### src/verilog/l1c_pkg.sv
package l1c_pkg;

// Address and data widths
localparam int ADDR_W    = 32;
localparam int WORD_W    = 32;

// Block geometry
localparam int OFS_W     = 4;                     // 16-byte blocks
localparam int IDX_W     = 6;                     // 64 sets
localparam int TAG_W     = ADDR_W - IDX_W - OFS_W;
localparam int BLK_WORDS = 4;

typedef logic [ADDR_W-1:0]   addr_t;
typedef logic [WORD_W-1:0]   word_t;
typedef logic [WORD_W/8-1:0] strb_t;
typedef logic [IDX_W-1:0]    idx_t;
typedef logic [TAG_W-1:0]    tag_t;
typedef logic [1:0]          wsel_t;              // Address bits 3:2

endpackage

### src/verilog/beat_counter.sv
`timescale 1ns/1ns

module beat_counter (
    input  logic           clk,
    input  logic           rstn,
    input  logic           burst_start,
    input  l1c_pkg::wsel_t want_slot,
    input  logic           single,
    input  logic           rvalid,
    input  logic           rlast,
    output l1c_pkg::wsel_t beat_slot,
    output logic           want_beat
);

import l1c_pkg::*;

// Refill bursts start block aligned, so beat number is the word slot
always_ff @(posedge clk or negedge rstn) begin
    if (~rstn) begin
        beat_slot <= '0;
    end
    else if (burst_start) begin
        beat_slot <= '0;
    end
    else if (rvalid) begin
        beat_slot <= beat_slot + wsel_t'(1);
    end
end

// A bypass read has one beat and it is always the wanted one
assign want_beat = single ? rvalid : (beat_slot == want_slot);

// Slave must end a refill burst on the last word of the block
a_rlast_slot: assert property (@(posedge clk) disable iff (~rstn)
    rvalid && rlast && !single |-> beat_slot == wsel_t'(BLK_WORDS - 1));

endmodule

### config.mk
export PLATFORM = sky130hd
export DESIGN_NAME = beat_counter
export DESIGN_NICKNAME = d
export VERILOG_FILES = /design/src/verilog/l1c_pkg.sv /design/src/verilog/beat_counter.sv
export SDC_FILE = /design/constraint.sdc
export NUM_CORES = 1
export LEC_CHECK = 0
export ABC_CLOCK_PERIOD_IN_PS = 850
export BUFFER_PORTS_ARGS = -buffer_cell sky130_fd_sc_hd__buf_2
export CAP_MARGIN = 20
export CORE_AREA = 2 2 39 41
export CTS_BUF_LIST = sky130_fd_sc_hd__clkbuf_2 sky130_fd_sc_hd__clkbuf_4 sky130_fd_sc_hd__clkbuf_8
export CTS_CLUSTER_SIZE = 10
export DETAILED_ROUTE_END_ITERATION = 7
export DIE_AREA = 0 0 41 43
export GPL_ROUTABILITY_DRIVEN = 0
export HOLD_SLACK_MARGIN = 0.15
export PLACE_DENSITY = 0.3
export SYNTH_ARGS = -nofsm -noshare
export SYNTH_HDL_FRONTEND = slang
export SYNTH_SLANG_ARGS = --single-unit
### constraint.sdc
create_clock -name clk -period 0.85 [get_ports clk]
set_input_delay 0.085 -clock clk [delete_from_list [all_inputs] [get_ports clk]]
set_output_delay 0.085 -clock clk [all_outputs]
set_load 0.02 [all_outputs]
### After elaboration in Yosys (flattened, before gate mapping)

Cells that the tools add are included.
W data, S select, Z words.

| word-level totals | value |
|---|---|
| flip-flop bits (word level) | 2 |
| word-level logic and storage cells | 7 |
| output and inout bits | 3 |
| input port bits | 8 |

| operators by class | value |
|---|---|
| reductions and logical operators | 1 |
| eq/ne operators | 1 |
| muxes and demuxes | 3 |
| add/subtract/negate cells | 1 |

Operator list:

| cell | count |
|---|---|
| $mux W2 | 2 |
| $add A2 B1 Y2 const B | 1 |
| $eq A2 B2 Y1 | 1 |
| $reduce_bool A2 Y1 | 1 |
| $mux W1 | 1 |

### Depth between registers and ports, before layout

| depth | value |
|---|---|
| word-level depth | 3 |
| gate-level depth with buffers | 2 |
| gate-level depth less buffers | 2 |

### Least setup slack after synthesis

OpenSTA, ideal clock, no wires.

| timing path | value |
|---|---|
| path kind | flip-flop to output port |
| start | register beat_slot[0] |
| end | output want_beat |
| stages on the path, launching flop included | 3 |
| data required time | 765 ps |
| arrival | 1,066 ps |
| slack | -301 ps |
| path buffers | 0 |
| cells stage by stage | dfrtp_1 xor2_1 o31ai_2 |

| on the way | value |
|---|---|
| cells in the longest elaborated chain, start to end | 2 |

Ends and longest elaborated chain:

| item | RTL line | RTL |
|---|---|---|
| start: declaration | beat_counter.sv:11 | `output l1c_pkg::wsel_t beat_slot,` |
| start signal: assignment | beat_counter.sv:26 | `beat_slot <= beat_slot + wsel_t'(1);` |
| $eq A2 B2 Y1 | beat_counter.sv:31 | `assign want_beat = single ? rvalid : (beat_slot == want_slot);` |
| $mux W1 | beat_counter.sv:31 |  |
| end: declaration | beat_counter.sv:12 | `output logic want_beat` |

Every way passes these cells.

### Final worst setup path

| timing path | value |
|---|---|
| start | register beat_slot[1] |
| end | output want_beat |

The elaborated chain is that of the path after synthesis.

==> summary.txt <==
Layout
  • Fin util: 0.212
  • Commonest non-fill, non-tap cell in the layout: buf_2
  • Filler Cells Inserted: 162
  • Final Cell Area: around 300 um^2
  • Final-stage net count: 38
  • Commonest cells after routing, fill and taps aside: buf_2 (6), buf_6 (5), clkbuf_4 (3)
  • Area Overhead vs Synth: 147%
  • Largest regs: beat_slot x2
  • N_diodes: 0
  • Share of cells above drive strength 1: 0.714
  • Largest reg by FF count: beat_slot
  • Max FFs per register: 2

Global route
  • Tot GR Track Use: 0.0532
  • Antenna violations before repair: 0
  • First-pass GRT wire length: 558 um
  • Vias in the first global route: 148
  • Overflow after GRT: 0
  • Largest net degree at the start of global routing: 5

Routing
  • Vias: approximately 140
  • DRC viols: 0
  • WL final: 381 um
  • Initial DRC count: 3
  • Via density per instance: approximately 3.2
  • Antenna-violating nets left: 0
  • DRT Pass-1 Iters: 4
  • Wirelength per Cell: slightly below 9 um

Job
  • Max-cap violation count: 0

Critical path
  • Flop2flop setup slack: -0.14 ns
  • WS Path Type: reg -> out
  • Reg-to-reg startpoint: beat_slot[1]$_DFFE_PN0P_
  • Crit-path max FO: 2
  • RR Endpoint: beat_slot[1]$_DFFE_PN0P_
  • WP data required: 0.76 ns
  • Crit start category: register
  • CP Capture Type: primary output
  • Worst EP arrival: 1.15 ns
  • Path depth of the worst reg2reg path: 4

Timing
  • Final WS setup: -0.387 ns
  • Setup tns final: -0.851 ns
  • Slew margin rel.: 0.833
  • Max Transition Viols Final: 0
  • Final Setup Violations: 4
  • Max Clk Rate: 809 MHz
  • RSZ-0062 raised after global routing: yes
  • Worst-Margin Slew: 0.250 ns
  • Final Critical Period: around 1.2 ns
  • Final Cycle Share: 1.46
  • Skew final: 0.000679 ns
  • Final hold vios: 0

Floorplanning
  • I/O pin total: 11
  • Initial core utilization: 0.0859
  • Die Wd: just over 40 um
  • Die Height: 43 um
  • Core ar.: 0.00138 mm^2
  • Full die area: 0.00176 mm^2
  • Placement Rows: 14

Clock network
  • Root buffer cell: clkbuf_4
  • Clk pin slew, worst setup/hold paths: 0.03 ns
  • H-tree levels: 1
  • CTS buffer count: 3
  • CTS tree: yes
  • Deepest clock path buffer count: 2
  • CTS Sinks: 2
  • Worst-skew pair later-pin latency: 0.22 ns

Outcome
  • Failing checks: negative setup slack
  • Outcome: finished with violations

Placed design
  • PortBufs: 9
  • Pre-CTS setup slack: -0.205 ns
  • Detailed placer's ending HPWL: roughly 260 um
  • Area post-placement: 203 um^2

Synth
  • Post-synthesis sequential area ratio: 0.421
  • Ys Warns: 0
  • Post-Synthesis Cell Area: 119 um^2
  • Post-synthesis net count: 19
  • Post-Syn Area per Cell: 10.8 um^2
  • Register bit count reported by yosys: 2
  • Cells after Synth: 11
  • Post-synthesis cell type count: 9

Hold path
  • Worst Hold Class: in -> async

Power
  • Leakage: 0.000138 uW
  • Power per Cell Area: 1620 mW/mm^2
  • Power Total: 475 uW
  • Worst vdd ir: around 0.66 mV
## kinds of logic (layout without fill, tap and decap cells)
family,Yosys count,after routing,synth area share
compound gates,3,3,0.232
xor+xnor,3,3,0.221
simple gates,3,3,0.126
flops,2,2,0.421
buf+inv,0,17,0
## routing by layer
| layer | track usage | share of wire | routed length, um |
|---|---|---|---|
| met1 | 0.0611 | 0.44 | 166 |
| met4 | 0.0800 | 0 | 0 |
| met3 | 0.0157 | 0.15 | 58 |
| met5 | 0 | 0 | 0 |
| met2 | 0.0594 | 0.41 | 156 |
## Yosys cell counts
library cell / number / area [um^2]
dfrtp_1: 2 / 50.1
xor2_1: 2 / 17.5
a21bo_2: 1 / 10.0
a21oi_1: 1 / 5.00
nand2_1: 1 / 3.75
nand3b_1: 1 / 7.51
nor2_1: 1 / 3.75
o31ai_2: 1 / 12.5
xnor2_1: 1 / 8.76
## what timing repair did
item,in CTS,in global routing
gates cloned,0,0
pin swaps,0,2
resized for setup,9,0
hold buffers,2,0
hold endpoints to repair,4,0
setup endpoints to repair,5,5
buffers inserted,2,0
## through the flow
| step | hold WS, ns | instances |
|---|---|---|
| global route | 0.178 | 44 |
| global placement | -0.128 | 37 |
| detailed placement | -0.127 | 37 |
| CTS | 0.164 | 44 |
| floorplan | -0.211 | 11 |
| finish | 0.176 | 44 |
## power by group
part           total, uW  switching, uW  internal, uW
clock network        209           53.7           156
registers            112           6.32           106
logic                154           67.4          86.3
## worst max-delay path: stages (launching register included)
cell and delay (ns):
dfrtp_2 0.39, xor2_1 0.16, o31ai_4 0.23, buf_6 0.14
## how the worst max path moves through the flow
| stage | startpoint | to | slack (ns) | cells after the start |
|---|---|---|---|---|
| finish | beat_slot[1]$_DFFE_PN0P_ | want_beat | -0.39 | 3 |
| global route | beat_slot[1]$_DFFE_PN0P_ | want_beat | -0.45 | 3 |
| CTS | beat_slot[1]$_DFFE_PN0P_ | want_beat | -0.41 | 3 |
| detailed placement | beat_slot[1]$_DFFE_PN0P_ | want_beat | -0.21 | 3 |
| global placement | beat_slot[1]$_DFFE_PN0P_ | want_beat | -0.19 | 3 |
| floorplan | beat_slot[1]$_DFFE_PN0P_ | want_beat | -0.18 | 2 |
## final cells by class
type / count / area [um^2] / share of cell area
repair buffers: 14 / 114 / 0.387
multi-input cells: 9 / 85.1 / 0.289
flip-flops and latches: 2 / 52.6 / 0.179
clock buffers: 3 / 22.5 / 0.0766
well taps: 16 / 20.0 / 0.0681
(Power assumes the default switching activity.)
