--- src/verilog/l1c_pkg.sv ---
package l1c_pkg;

// Address and data widths
localparam int ADDR_W    = 32;
localparam int WORD_W    = 32;

// Block geometry
localparam int OFS_W     = 4;                     // 16-byte blocks
localparam int IDX_W     = 6;                     // 64 sets
localparam int TAG_W     = ADDR_W - IDX_W - OFS_W;
localparam int BLK_WORDS = 4;

typedef logic [ADDR_W-1:0]   addr_t;
typedef logic [WORD_W-1:0]   word_t;
typedef logic [WORD_W/8-1:0] strb_t;
typedef logic [IDX_W-1:0]    idx_t;
typedef logic [TAG_W-1:0]    tag_t;
typedef logic [1:0]          wsel_t;              // Address bits 3:2

endpackage

--- src/verilog/l1c_ctrl.sv ---
`timescale 1ns/1ns

module l1c_ctrl (
    input  logic           clk,
    input  logic           rstn,
    input  logic           core_req,
    input  logic           core_wr,
    input  logic           core_bypass,
    input  logic           hit,
    input  l1c_pkg::addr_t req_paddr,
    input  logic           m_arready,
    input  logic           m_rvalid,
    input  logic           m_rlast,
    input  logic [1:0]     m_rresp,
    input  logic           m_awready,
    input  logic           m_wready,
    input  logic           m_bvalid,
    input  logic [1:0]     m_bresp,
    output logic           m_arvalid,
    output l1c_pkg::addr_t m_araddr,
    output logic [7:0]     m_arlen,
    output logic           m_awvalid,
    output l1c_pkg::addr_t m_awaddr,
    output logic           m_wvalid,
    output logic           accept,
    output logic           refill_we,
    output logic           fill_done,
    output logic           store_we,
    output logic           rdata_from_bus,
    output logic           burst_start,
    output logic           single,
    output logic           core_busy,
    output logic [1:0]     core_bad
);

import l1c_pkg::*;

typedef enum logic [2:0] {
    S_IDLE,
    S_LOOKUP,
    S_MREQ,
    S_REFILL,
    S_BYPASS,
    S_WRITE
} state_t;

state_t state;
state_t state_nxt;
state_t route;
logic   ar_pend;                                     // Bypass AR not yet taken
logic   aw_pend;
logic   w_pend;
logic   wr_first;
logic   err_q;
logic   r_end;

assign accept = core_req && (state == S_IDLE || (state == S_LOOKUP && hit));
assign route  = core_wr ? S_WRITE : core_bypass ? S_BYPASS : S_LOOKUP;
assign r_end  = m_rvalid && m_rlast;

always_comb begin
    state_nxt = state;
    case (state)
        S_IDLE:   if (accept) state_nxt = route;
        S_LOOKUP: state_nxt = !hit ? S_MREQ : accept ? route : S_IDLE;
        S_MREQ:   if (m_arready) state_nxt = S_REFILL;
        S_REFILL: if (r_end) state_nxt = S_IDLE;
        S_BYPASS: if (r_end) state_nxt = S_IDLE;
        S_WRITE:  if (m_bvalid) state_nxt = S_IDLE;
        default:  state_nxt = S_IDLE;
    endcase
end

always_ff @(posedge clk or negedge rstn) begin
    if (~rstn) state <= S_IDLE;
    else       state <= state_nxt;
end

// Per-channel valids, each drops on its own ready
always_ff @(posedge clk or negedge rstn) begin
    if (~rstn) begin
        ar_pend  <= 1'b0;
        aw_pend  <= 1'b0;
        w_pend   <= 1'b0;
        wr_first <= 1'b0;
    end
    else begin
        wr_first <= accept && core_wr;
        if (accept) begin
            ar_pend <= !core_wr && core_bypass;
            aw_pend <= core_wr;
            w_pend  <= core_wr;
        end
        else begin
            if (m_arready) ar_pend <= 1'b0;
            if (m_awready) aw_pend <= 1'b0;
            if (m_wready)  w_pend  <= 1'b0;
        end
    end
end

// Error record and read-data source for the finished access
always_ff @(posedge clk or negedge rstn) begin
    if (~rstn) begin
        err_q          <= 1'b0;
        rdata_from_bus <= 1'b0;
    end
    else if (accept) begin
        err_q          <= 1'b0;
        rdata_from_bus <= 1'b0;
    end
    else begin
        if ((m_rvalid && m_rresp[1]) || (m_bvalid && m_bresp[1])) err_q <= 1'b1;
        if ((state == S_REFILL || state == S_BYPASS) && r_end) rdata_from_bus <= 1'b1;
    end
end

assign core_bad  = {err_q, 1'b0};
assign core_busy = (state == S_LOOKUP) ? !hit : (state != S_IDLE);

assign m_arvalid = (state == S_MREQ) || (state == S_BYPASS && ar_pend);
assign m_araddr  = (state == S_BYPASS) ? req_paddr
                                       : {req_paddr[ADDR_W-1:OFS_W], {OFS_W{1'b0}}};
assign m_arlen   = (state == S_MREQ) ? 8'(BLK_WORDS - 1) : 8'd0;
assign m_awvalid = aw_pend;
assign m_awaddr  = req_paddr;
assign m_wvalid  = w_pend;

assign burst_start = m_arvalid && m_arready;
assign single      = (state == S_BYPASS);
assign refill_we   = (state == S_REFILL) && m_rvalid;
assign fill_done   = (state == S_REFILL) && r_end;
assign store_we    = wr_first && hit;                 // Merge into the cached word on a hit

a_ar_hold: assert property (@(posedge clk) disable iff (~rstn)
    m_arvalid && !m_arready |=> m_arvalid && $stable(m_araddr));

a_store_first: assert property (@(posedge clk) disable iff (~rstn)
    store_we |-> state == S_WRITE && $past(state) != S_WRITE);

endmodule

--- config.mk ---
export PLATFORM = sky130hd
export DESIGN_NAME = l1c_ctrl
export DESIGN_NICKNAME = d
export VERILOG_FILES = /design/src/verilog/l1c_pkg.sv /design/src/verilog/l1c_ctrl.sv
export SDC_FILE = /design/constraint.sdc
export NUM_CORES = 1
export LEC_CHECK = 0
export BUFFER_PORTS_ARGS = -buffer_cell sky130_fd_sc_hd__buf_2
export CORE_ASPECT_RATIO = 1.5
export CORE_UTILIZATION = 35
export CTS_CLUSTER_DIAMETER = 200
export CTS_CLUSTER_SIZE = 30
export DETAILED_ROUTE_END_ITERATION = 10
export PLACE_DENSITY = 0.93
export SETUP_SLACK_MARGIN = 0.15
export SYNTH_ARGS = -nofsm -noshare
export SYNTH_HDL_FRONTEND = slang
export SYNTH_SLANG_ARGS = --single-unit
--- constraint.sdc ---
create_clock -name clk -period 1.7 [get_ports clk]
set_input_delay 0 -clock clk [delete_from_list [all_inputs] [get_ports clk]]
set_output_delay 0 -clock clk [all_outputs]
set_load 0.005 [all_outputs]
# After elaboration in Yosys (flattened, before gate mapping)
# Index checks and enable logic that the tools add are counted.
# word_totals
register_bits,9
input_bits,48
output_inout_bits,85
word_cells,66
# op_classes
n_eq_ne,9
muxes,22
n_reduce_logical,28
# op_table
operator,n
$mux W3,8
$pmux W3 S5,1
$logic_and A1 B1 Y1,13
$mux W1,11
$reduce_bool A2 Y1,5
$eq A3 B2 Y1 const B,2
$eq A3 B3 Y1 const B,2
$ne A2 B2 Y1 const B,3
$logic_or A1 B1 Y1,4
$mux W4,1
$reduce_and A4 Y1,1
$eq A3 B1 Y1 const B,1
$logic_not A3 Y1,1
$reduce_bool A3 Y1,1
$logic_not A1 Y1,2
$mux W2,1
$ne A2 B1 Y1 const B,1
$reduce_or A2 Y1,1

# Depth between registers and ports, before layout
# Gate-level depths: netlist of the first run.
# logic_depth
word_depth,7
mapped_depth,5

# Worst setup path after synthesis of the first run
# Ideal clock, no wire load.
# synth_path
kind,flip-flop to flip-flop
startpoint,register state[0]
endpoint,register state[0]
arrival_ns,1.142
required_ns,1.634
path_slack_ns,0.493
path_stages_with_launch,5
path_buffers,0
cell_sequence,dfrtp_1 nor2b_4 nor4b_4 o2bb2ai_1 a22o_1
# synth_via
elab_chain_cells,7
# synth_lines
item,line_no,source
from (decl),l1c_ctrl.sv:47,state_t state;
from (signal assigned),l1c_ctrl.sv:76,else state <= state_nxt;
$eq A3 B1 Y1,l1c_ctrl.sv:57,assign accept = core_req && (state == S_IDLE || (state == S_LOOKUP && hit));
$logic_and A1 B1 Y1,l1c_ctrl.sv:57,
$logic_or A1 B1 Y1 *,l1c_ctrl.sv:57,
$logic_and A1 B1 Y1 *,l1c_ctrl.sv:57,
named net accept,l1c_ctrl.sv:25,"output logic accept,"
$mux W3 (2 in series),l1c_ctrl.sv:65,S_LOOKUP: state_nxt = !hit ? S_MREQ : accept ? route : S_IDLE;
$pmux W3 S5,l1c_ctrl.sv:63,case (state)
# Mark *: on every way through the listed nets, which the timed path passes. The rest lies on a longest branch.
# A chain may end at the register's enable or synchronous reset.

# Worst setup path after layout of the first run
# layout_path
startpoint,register state[2]
endpoint,output accept
# layout_via
elab_chain_cells,4
# layout_lines
item,line_no
$eq A3 B1 Y1,l1c_ctrl.sv:57
$logic_and A1 B1 Y1,l1c_ctrl.sv:57
$logic_or A1 B1 Y1 *,l1c_ctrl.sv:57
$logic_and A1 B1 Y1 *,l1c_ctrl.sv:57
to (decl),l1c_ctrl.sv:25
# Every way passes the cells marked *; elsewhere a longest branch is shown, timed or not.

==> results of run 1 <==
path summary, 6_finish.rpt:
| path | start | end | slack, ps | cells after the start |
|---|---|---|---|---|
| max | state[2] | accept | 250 | 2 |
| min | req_paddr[23] | m_awaddr[23] | 0.003 | 0 |
| max reg2reg | state[2] | state[0] | 320 | 3 |
| min reg2reg | rdata_from_bus | rdata_from_bus | 490 | 2 |
| max in group asynchronous | rstn | state[2] | 1350 | 2 |
| min in group asynchronous | rstn | wr_first | 160 | 2 |
flip-flops by register name (all words and copies together) (netlist names):
| name | cells |
|---|---|
| ar_pend | 1 |
| err_q | 1 |
| m_awvalid | 1 |
| m_wvalid | 1 |
| rdata_from_bus | 1 |
| state | 3 |
| wr_first | 1 |
power by group:
part           internal [mW]  leakage [nW]  switching (mW)  total [mW]
Sequential             0.289         0.115          0.0861       0.376
Combinational          0.258         0.317           0.247       0.504
Clock                  0.160        0.0255          0.0877       0.248
Total                  0.707         0.457           0.421        1.13
timing repair:
action	in CTS	in global routing
resized for setup	0	2
setup endpoints to repair	0	7
hold endpoints to repair	9	0
hold buffers	1	0
routing by layer:
metal  track usage  part of all wire  vias to the layer above
met4        0.1492              0.11                        0
met2        0.1914              0.46                       47
met3       0.05729              0.16                       35
met5             0                 0                        -
met1       0.09736              0.28                      287
li1              -                 -                      301
synth_stat cells:
master / n
buf_4: 69
dfrtp_1: 9
nor2_1: 7
and2_1: 6
nand2b_1: 6
nand2_1: 5
o22ai_1: 4
buf_2: 3
o21ai_0: 3
inv_1: 2
nor3_1: 2
a211oi_1: 1
a21oi_1: 1
a221oi_1: 1
a22o_1: 1
a31oi_1: 1
conb_1: 1
nand3b_1: 1
nor2b_4: 1
nor3b_1: 1
nor4b_4: 1
o21ai_1: 1
o2bb2ai_1: 1
or3_1: 1
or3b_1: 1
layout by cell type, fill, tap and decap left out:
cell / n
o22ai_1: 4
a31oi_1: 1
nand2b_1: 6
nor4b_4: 1
inv_1: 2
o21ai_1: 1
nor2b_4: 1
buf_4: 1
dfrtp_1: 8
o21ai_0: 3
nand3b_1: 1
nor3_1: 2
o2bb2ai_1: 1
a21oi_1: 1
nor2_2: 1
dlygate4sd3_1: 1
and2_1: 6
clkbuf_8: 3
nor2_1: 6
nor3b_1: 1
or3_1: 1
nand2_1: 5
dfrtp_2: 1
a221oi_1: 1
or3b_1: 1
a22o_1: 1
buf_2: 39
conb_1: 7
clkinv_2: 1
a211oi_1: 1
area by class of cell:
class                   count  share of cell area
repair buffers             41              0.2478
flip-flops and latches      9              0.2638
multi-input cells          53              0.3688
clock inverters             1            0.005831
inverters                   2            0.008746
clock buffers               3             0.04810
well taps                  39             0.05685
cells by family after synthesis:
group                  after synthesis  synth area share
AOI/OAI and AO/OA                   14           0.08520
buffers and inverters               74            0.5112
DFF                                  9            0.2130
other                                1          0.003547
and+or+nand+nor                     32            0.1870
stage by stage:
| step | setup WS, ps | util | instances |
|---|---|---|---|
| detailed placement | 263.5 | 0.2769 | 143 |
| global placement | 322.3 | 0.2769 | 143 |
| floorplan | 492.5 | - | 136 |
| global route | 150.2 | 0.2977 | 148 |
| CTS | 176.2 | 0.2964 | 148 |
| finish | 251.6 | 0.2977 | 148 |
critical path: cells and delay by family (launching register included):
kind | cells | cell delay [ps]
buffers and inverters | 1 | 210
flip-flops | 1 | 480
AND/OR/NAND/NOR | 1 | 520
==> results.md, run 1 <==
* Crit Path Max Fanout at 11
* Synth top area cells: buf_4 (49%), dfrtp_1 (21%), and2_1 (3.6%)
* Unrepaired setup endpoints after global routing: false
* Final ANT Viol Nets at 0
* Die area at 3249 µm²
* Ports at 133
* Fin Hold WS at 0.002568 ps
* Slowest cell on crit path: nor4b_4
* Top-area cell type share of the netlist area at 0.4899
* Syn Inst Count at 130
* Leakage at 0.4570 nW
* Sequential share of the synthesized area at 0.2130
* Vias per cell at 4.527
* Seq. cell area at 226.5 µm²
* Synthesized flop and latch total at 9
* Clock sink count at 9
* Status: finished, final reports clean
* Placed inst area at 798.3 µm²
* Core area at 2883 µm²
* HP Class: in -> out
* Initial antenna violation count at 0
* Area grow syn2layout at -18.82%
* DR vias at 670
* WL final at 1971 µm
* First-pass GRT wire length at 2898 µm
* Detailed-route wire length per cell at 13.32 µm
* Max cap viols at 0
* CTS max path bufs at 2
* Vert. Die Dim at 69.32 µm
* CP Class: reg -> out
* 1st-iter DRT viols at 7
* Number of port buffers at 39
* CTS H-Tree Depth at 1
* Final Power at 1.128 mW
* CTS buffer count at 3
* Worst EP arrival at 1450 ps
* Diodes inserted at 0
* Final Cycle Share at 0.8520
* CP Launch Type: register
* Yosys warnings at 0
* Fin crit period at 1448 ps
* Maximum number of pins on one net before global-route repair at 12
* Nets at 158
* Setup TNS Final at 0 ps
* Worst-path clk slew at 50 ps
* Final RePlAce weighted congestion at 0.6897
* Achievable frequency at 0.6904 GHz
* DPL Wire Length at 1691 µm
* Die Span X at 46.88 µm
* Slowest stage delay, CP at 520 ps
* TritonCTS clock tree: done
* Final Hold Viols at 0
* Row count at 24
* Slew Viols, Final at 0
* Residual DRC at 0
* Worst path required time at 1700 ps
* Layout Skew at 3.620 ps
* Finished Cell Area at 858.3 µm²
* Total track usage at 0.1258
* Dominant cell type by area after synthesis: buf_4
* Vias in the first global route at 632
* Clk root buf: clkbuf_8
* Starting Density at 0.3668
* Share of post-route cells with drive strength above 1 at 0.4404
* Total gr overflow at 0
* Critical path endpoint category: output pin
* TritonRoute pass-1 iters at 3
* Final setup vio count at 0
* Crit path cell chain: nor4b_4 -> buf_2
* Maximum VDD drop at 0.4332 mV
* Clock latency on the worst-skew pair at 230 ps
* Fillers at 331
* Setup bufs post-CTS at 0
* Distinct cells, synth at 25
* PwrDens at 1314 nW/µm²
* Average cell area after synthesis at 8.133 µm²
* Footprint of the multi-input gates at 316.6 µm²
* Post-Syn Area at 1057 µm²
No activity file was read; power rests on OpenSTA's default activity.
==> run 2, diff against run 1 <==
SETUP_SLACK_MARGIN = 0.3   (was 0.15)
==> run 2 against run 1 <==
Global-route usage rose by 0.35 points. First-iteration DRC count rose by 110%. Count of clock-buffer cells in the layout unchanged. Critical path type unchanged.
==> results.md, run 2 (synthesized netlist as in run 1, its figures left out) <==
* Slew Viols, Final at 0 (unchanged)
* Share of post-route cells with drive strength above 1 at 0.4914 (was 0.4404)
* Worst path required time at 1700 ps (about the same)
* Total track usage at 0.1293 (was 0.1258)
* Pint at 0.8067 mW (was 0.7069 mW)
* Achievable frequency at 0.7373 GHz (was 0.6904 GHz)
* CTS max path bufs at 2 (unchanged)
* HP Class: in -> out (unchanged)
* Maximum number of pins on one net before global-route repair at 12 (unchanged)
* Maximum VDD drop at 0.4301 mV (was 0.4332 mV)
* Fin crit period at 1356 ps (was 1448 ps)
* CP Launch Type: register (unchanged)
* Final RePlAce weighted congestion at 0.6897 (unchanged)
* Crit Path Max Fanout at 10 (was 11)
* Die area at 3249 µm² (unchanged)
* Clock sink count at 9 (unchanged)
* Final Hold Viols at 0 (unchanged)
* Initial antenna violation count at 0 (unchanged)
* Nets at 165 (was 158)
* PwrDens at 1359 nW/µm² (was 1314 nW/µm²)
* Slowest cell on crit path: dfrtp_2 (was nor4b_4)
* Core area at 2883 µm² (unchanged)
* Max cap viols at 0 (unchanged)
* Commonest non-fill, non-tap cell in the layout: buf_2 (unchanged)
* Clock power frac at 0.196 (was 0.220)
* Worst EP arrival at 1360 ps (was 1450 ps)
* 1st-iter DRT viols at 15 (was 7)
* Crit path cell chain: nor4b_4 -> buf_4 -> buf_2 (was nor4b_4 -> buf_2)
* Final ANT Viol Nets at 0 (unchanged)
* Final Power at 1.267 mW (was 1.128 mW)
* Gate power share at 0.506 (was 0.447)
* Status: finished, final reports clean (unchanged)
* Detailed-route wire length per cell at 13.37 µm (was 13.32 µm)
* Critical path endpoint category: output pin (unchanged)
* Starting Density at 0.3668 (unchanged)
* Final setup vio count at 0 (unchanged)
* CTS H-Tree Depth at 1 (unchanged)
* Placed cells at 143 (unchanged)
* Vias per cell at 4.503 (was 4.527)
* Max reg flops at 3 (unchanged)
* Commonest non-fill, non-tap cells in the layout: buf_2 (39), conb_1 (7), dfrtp_1 (7), buf_4 (7) (was buf_2 (39), dfrtp_1 (8), conb_1 (7))
* Fin Hold WS at 0.002568 ps (unchanged)
* Slowest stage delay, CP at 480 ps (was 520 ps)
* Final Cycle Share at 0.7978 (was 0.8520)
* Die Span X at 46.88 µm (unchanged)
* Vert. Die Dim at 69.32 µm (unchanged)
* Ports at 133 (unchanged)
* Clock latency on the worst-skew pair at 230 ps (about the same)
* TritonCTS clock tree: done (unchanged)
* Leakage at 0.4960 nW (was 0.4570 nW)
* Total gr overflow at 0 (unchanged)
* Finished Cell Area at 932.1 µm² (was 858.3 µm²)
* Area grow syn2layout at -11.83% (was -18.82%)
* Clk root buf: clkbuf_8 (unchanged)
* Flop pwr share at 0.297 (was 0.333)
* Placed inst area at 798.3 µm² (unchanged)
* Setup WS post-layout at 343.7 ps (was 251.6 ps)
* CTS buffer count at 3 (unchanged)
* Placement Setup Slack at 263.5 ps (unchanged)
* Layout Utilization at 0.3234 (was 0.2977)
* Layout Skew at 2.423 ps (was 3.620 ps)
* Number of port buffers at 39 (unchanged)
* WL final at 2072 µm (was 1971 µm)
* Reg with most FFs: state (unchanged)
* Unrepaired setup endpoints after global routing: true (was false)
* Final non-filler cell total at 155 (was 148)
* DR vias at 698 (was 670)
* Fillers at 323 (was 331)
* TritonRoute pass-1 iters at 4 (was 3)
* Worst-path clk slew at 50 ps (about the same)
* NetSw at 0.4603 mW (was 0.4207 mW)
* Row count at 24 (unchanged)
* Diodes inserted at 0 (unchanged)
* Setup TNS Final at 0 ps (unchanged)
* Sw Ratio at 0.3633 (was 0.3731)
* CP Class: reg -> out (unchanged)
* Vias in the first global route at 630 (was 632)
* First-pass GRT wire length at 2953 µm (was 2898 µm)
* DPL Wire Length at 1691 µm (unchanged)
* Residual DRC at 0 (unchanged)
## run 2: changes by cell type in the layout (fill, tap and decap cells not counted), sizes merged
| cell | before | now |
|---|---|---|
| buf | 40 | 47 |
## run 2: final cells by class
cell class,count,area [µm²],share of cell area
clock buffer,3,41.29,0.04430
inverter,2,7.507,0.008054
sequential,9,227.7,0.2443
multi-input combinational,53,324.1,0.3477
clock inverter,1,5.005,0.005369
tap,39,48.80,0.05235
timing repair buffer,48,277.8,0.2980
## run 2: power by group through the flow
| stage | clock network, mW | registers [mW] | logic (mW) |
|---|---|---|---|
| floorplan | 0 | 0.331 | 0.498 |
| global placement | 0 | 0.374 | 0.495 |
| detailed placement | 0 | 0.379 | 0.507 |
| CTS | 0.254 | 0.380 | 0.572 |
| global route | 0.263 | 0.390 | 0.716 |
| finish | 0.249 | 0.377 | 0.642 |
## run 2: final timing paths
kind / startpoint / cells past startpoint / to / slack [ps]
worst max-delay path: state[2] / 3 / accept / 340
worst min-delay path: req_paddr[23] / 0 / m_awaddr[23] / 0.003
worst max register to register: state[2] / 5 / state[2] / 370
worst min register to register: rdata_from_bus / 2 / rdata_from_bus / 490
max in group asynchronous: rstn / 2 / state[1] / 1350
min in group asynchronous: rstn / 2 / wr_first / 160
## run 2: metal layers
metal	part of all wire	GRT usage	wire (µm)
met1	0.27	0.09901	562
met2	0.47	0.2006	974
met5	0	0	0
met3	0.16	0.05729	324
met4	0.10	0.1492	211
## run 2: timing repair
action                                  4_1_cts  5_1_grt
setup buffers                                 3        4
gates resized for setup                       3        2
endpoints found under the setup margin       11       11
cloned                                        0        0
hold endpoints to repair                      9        0
hold buffers                                  1        0
pin swaps                                     1        1
## run 2: worst max-delay path: cells and delay by family (launching register included)
kind	cells	cell delay, ps
buf+inv	2	310
flops	1	480
simple gates	1	330
==> run 3, diff against run 2 <==
CORE_UTILIZATION = 29   (was 35)
PLACE_DENSITY = 0.83   (was 0.93)
clock period = 1.1 ns   (was 1.7 ns; I/O delays follow)
==> run 3 against run 2 <==
The flow now finishes with violations (setup timing). Die area is 20% higher. Combinational power increased by 130%. Highest routed layer unchanged. Sequential share of layout area down 4.0 points. Clock power up 50%. Hold slack hardly changed. Total power rose by 89%.
==> results.md, run 3 (synthesized netlist as in run 1, its figures left out) <==
* Max cap viols at 0 (unchanged)
* Failing checks: setup timing
* Final setup vio count at 21 (was 0)
* Starting Density at 0.3066 (was 0.3668)
* Final ANT Viol Nets at 0 (unchanged)
* Crit Path Max Fanout at 5 (was 10)
* Achievable frequency at 0.7501 GHz
* Final RePlAce weighted congestion at 0.6881 (was 0.6897)
* WL final at 2148 µm (was 2072 µm)
* Detailed-route wire length per cell at 12.94 µm (was 13.37 µm)
* Fin Hold WS at 0.002912 ps (was 0.002568 ps)
* Clock latency on the worst-skew pair at 230 ps (about the same)
* Setup TNS Final at -2916 ps (was 0 ps)
* CP Launch Type: register (unchanged)
* Placement Setup Slack at -173.3 ps (was 263.5 ps)
* Clock sink count at 9 (unchanged)
* Maximum number of pins on one net before global-route repair at 12 (unchanged)
* Commonest non-fill, non-tap cells in the layout: buf_2 (33), buf_6 (13), buf_4 (9), conb_1 (7), dfrtp_1 (7) (was buf_2 (39), conb_1 (7), dfrtp_1 (7), buf_4 (7))
* PwrDens at 2151 nW/µm² (was 1359 nW/µm²)
* Clk root buf: clkbuf_8 (unchanged)
* Max reg flops at 3 (unchanged)
* Area grow syn2layout at 5.207% (was -11.83%)
* 1st-iter DRT viols at 17 (was 15)
* R2R Path Start: state[0] (was state[2])
* TritonRoute pass-1 iters at 3 (was 4)
* DR vias at 722 (was 698)
* Layout Skew at 1.320 ps (was 2.423 ps)
* DPL Wire Length at 1704 µm (was 1691 µm)
* Leakage at 0.5745 nW (was 0.4960 nW)
* Total gr overflow at 0 (unchanged)
* Vias per cell at 4.349 (was 4.503)
* Vias in the first global route at 714 (was 630)
* CTS H-Tree Depth at 1 (unchanged)
* Vert. Die Dim at 75.95 µm (was 69.32 µm)
* Slew Viols, Final at 0 (unchanged)
* Pint at 1.561 mW (was 0.8067 mW)
* Share of post-route cells with drive strength above 1 at 0.6452 (was 0.4914)
* Core area at 3448 µm² (was 2883 µm²)
* Critical path endpoint category: output pin (unchanged)
* Residual DRC at 0 (unchanged)
* NetSw at 0.8311 mW (was 0.4603 mW)
* Diodes inserted at 0 (unchanged)
* Maximum VDD drop at 1.377 mV (was 0.4301 mV)
* Die area at 3896 µm² (was 3249 µm²)
* Gate power share at 0.615 (was 0.506)
* Unrepaired setup endpoints after global routing: true (unchanged)
* CTS max path bufs at 2 (unchanged)
* Nets at 173 (was 165)
* Die Span X at 51.30 µm (was 46.88 µm)
* Sw Ratio at 0.3474 (was 0.3633)
* CP Class: reg -> out (unchanged)
* Worst path required time at 1100 ps (was 1700 ps)
* Clock power frac at 0.156 (was 0.196)
* TritonCTS clock tree: done (unchanged)
* Reg with most FFs: state (unchanged)
* Number of port buffers at 39 (unchanged)
* Worst EP arrival at 1330 ps (was 1360 ps)
* Row count at 26 (was 24)
* First-pass GRT wire length at 3229 µm (was 2953 µm)
* Setup WS post-layout at -233.2 ps (was 343.7 ps)
* Final Cycle Share at 1.212
* Fin crit period at 1333 ps
* Commonest non-fill, non-tap cell in the layout: buf_2 (unchanged)
* Initial antenna violation count at 0 (unchanged)
* Flop pwr share at 0.229 (was 0.297)
* Ports at 133 (unchanged)
* Status: finished, violations left (was finished, final reports clean)
* HP Class: in -> out (unchanged)
* Hold_sp: req_paddr[21] (was req_paddr[23])
* CTS buffer count at 3 (unchanged)
* Total track usage at 0.1108 (was 0.1293)
* Final Hold Viols at 0 (unchanged)
* Worst-path clk slew at 40 ps (was 50 ps)
* Critical Path Start: state[1] (was state[2])
## run 3: cell types whose count changed in the layout (fill, tap and decap cells not counted), moves of 4 or more
cell | previous run | this run
buf_2 | 39 | 33
buf_6 | 0 | 13
and2_4 | 0 | 4
and2_1 | 6 | 2
## run 3: worst paths after layout
path	to	slack, ps	depth (start not counted)
max in group asynchronous	state[1]	730	2
hold reg to reg	rdata_from_bus	500	2
hold / removal	m_araddr[21]	0.003	0
setup / recovery	burst_start	-230	5
min in group asynchronous	state[0]	170	2
setup reg to reg	state[0]	-210	5
## run 3: power by group through the flow
stage          clock, mW  sequential [mW]  combinational, mW
4_1_cts            0.383            0.547               1.27
3_5_place_dp           0            0.535               1.03
5_1_grt            0.417            0.561               1.61
6_report           0.373            0.548               1.47
2_1_floorplan          0            0.515              0.824
3_3_place_gp           0            0.531               1.02
## run 3: metal layers
| metal | global-route usage | routed length, µm |
|---|---|---|
| met1 | 0.1007 | 611 |
| met5 | 0 | 0 |
| met3 | 0.03815 | 279 |
| met2 | 0.1763 | 1095 |
| met4 | 0.1162 | 163 |
## run 3: through the flow
stage | instance area [µm²] | std cells | utilization | power (mW)
4_1_cts | 1023 | 164 | 0.2968 | 2.204
3_5_place_dp | 879.6 | 154 | 0.2551 | 1.569
2_1_floorplan | 1104 | 136 | - | 1.339
3_3_place_gp | 879.6 | 154 | 0.2551 | 1.547
6_report | 1112 | 166 | 0.3226 | 2.392
5_1_grt | 1112 | 166 | 0.3226 | 2.590
## run 3: area by class of cell
type                            instances  area [µm²]
Timing Repair Buffer                   56       389.1
Sequential cell                         9       227.7
Multi-Input combinational cell         53       390.4
Clock buffer                            4       45.04
Tap cell                               42       52.55
Inverter                                2       7.507
Fill cell                             392        2336
## run 3: what timing repair did
action	4_1_cts	5_1_grt
setup endpoints to repair	23	23
hold buffers	1	0
pin swaps	10	2
buffers inserted	5	2
resized for setup	15	20
endpoints found under the hold margin	9	0
## run 3: critical path, stage by stage, from the launching register on
cell	delay (ps)
dfrtp_2	450
buf_6	140
nand3b_1	160
a21oi_2	130
and2_1	130
buf_2	100
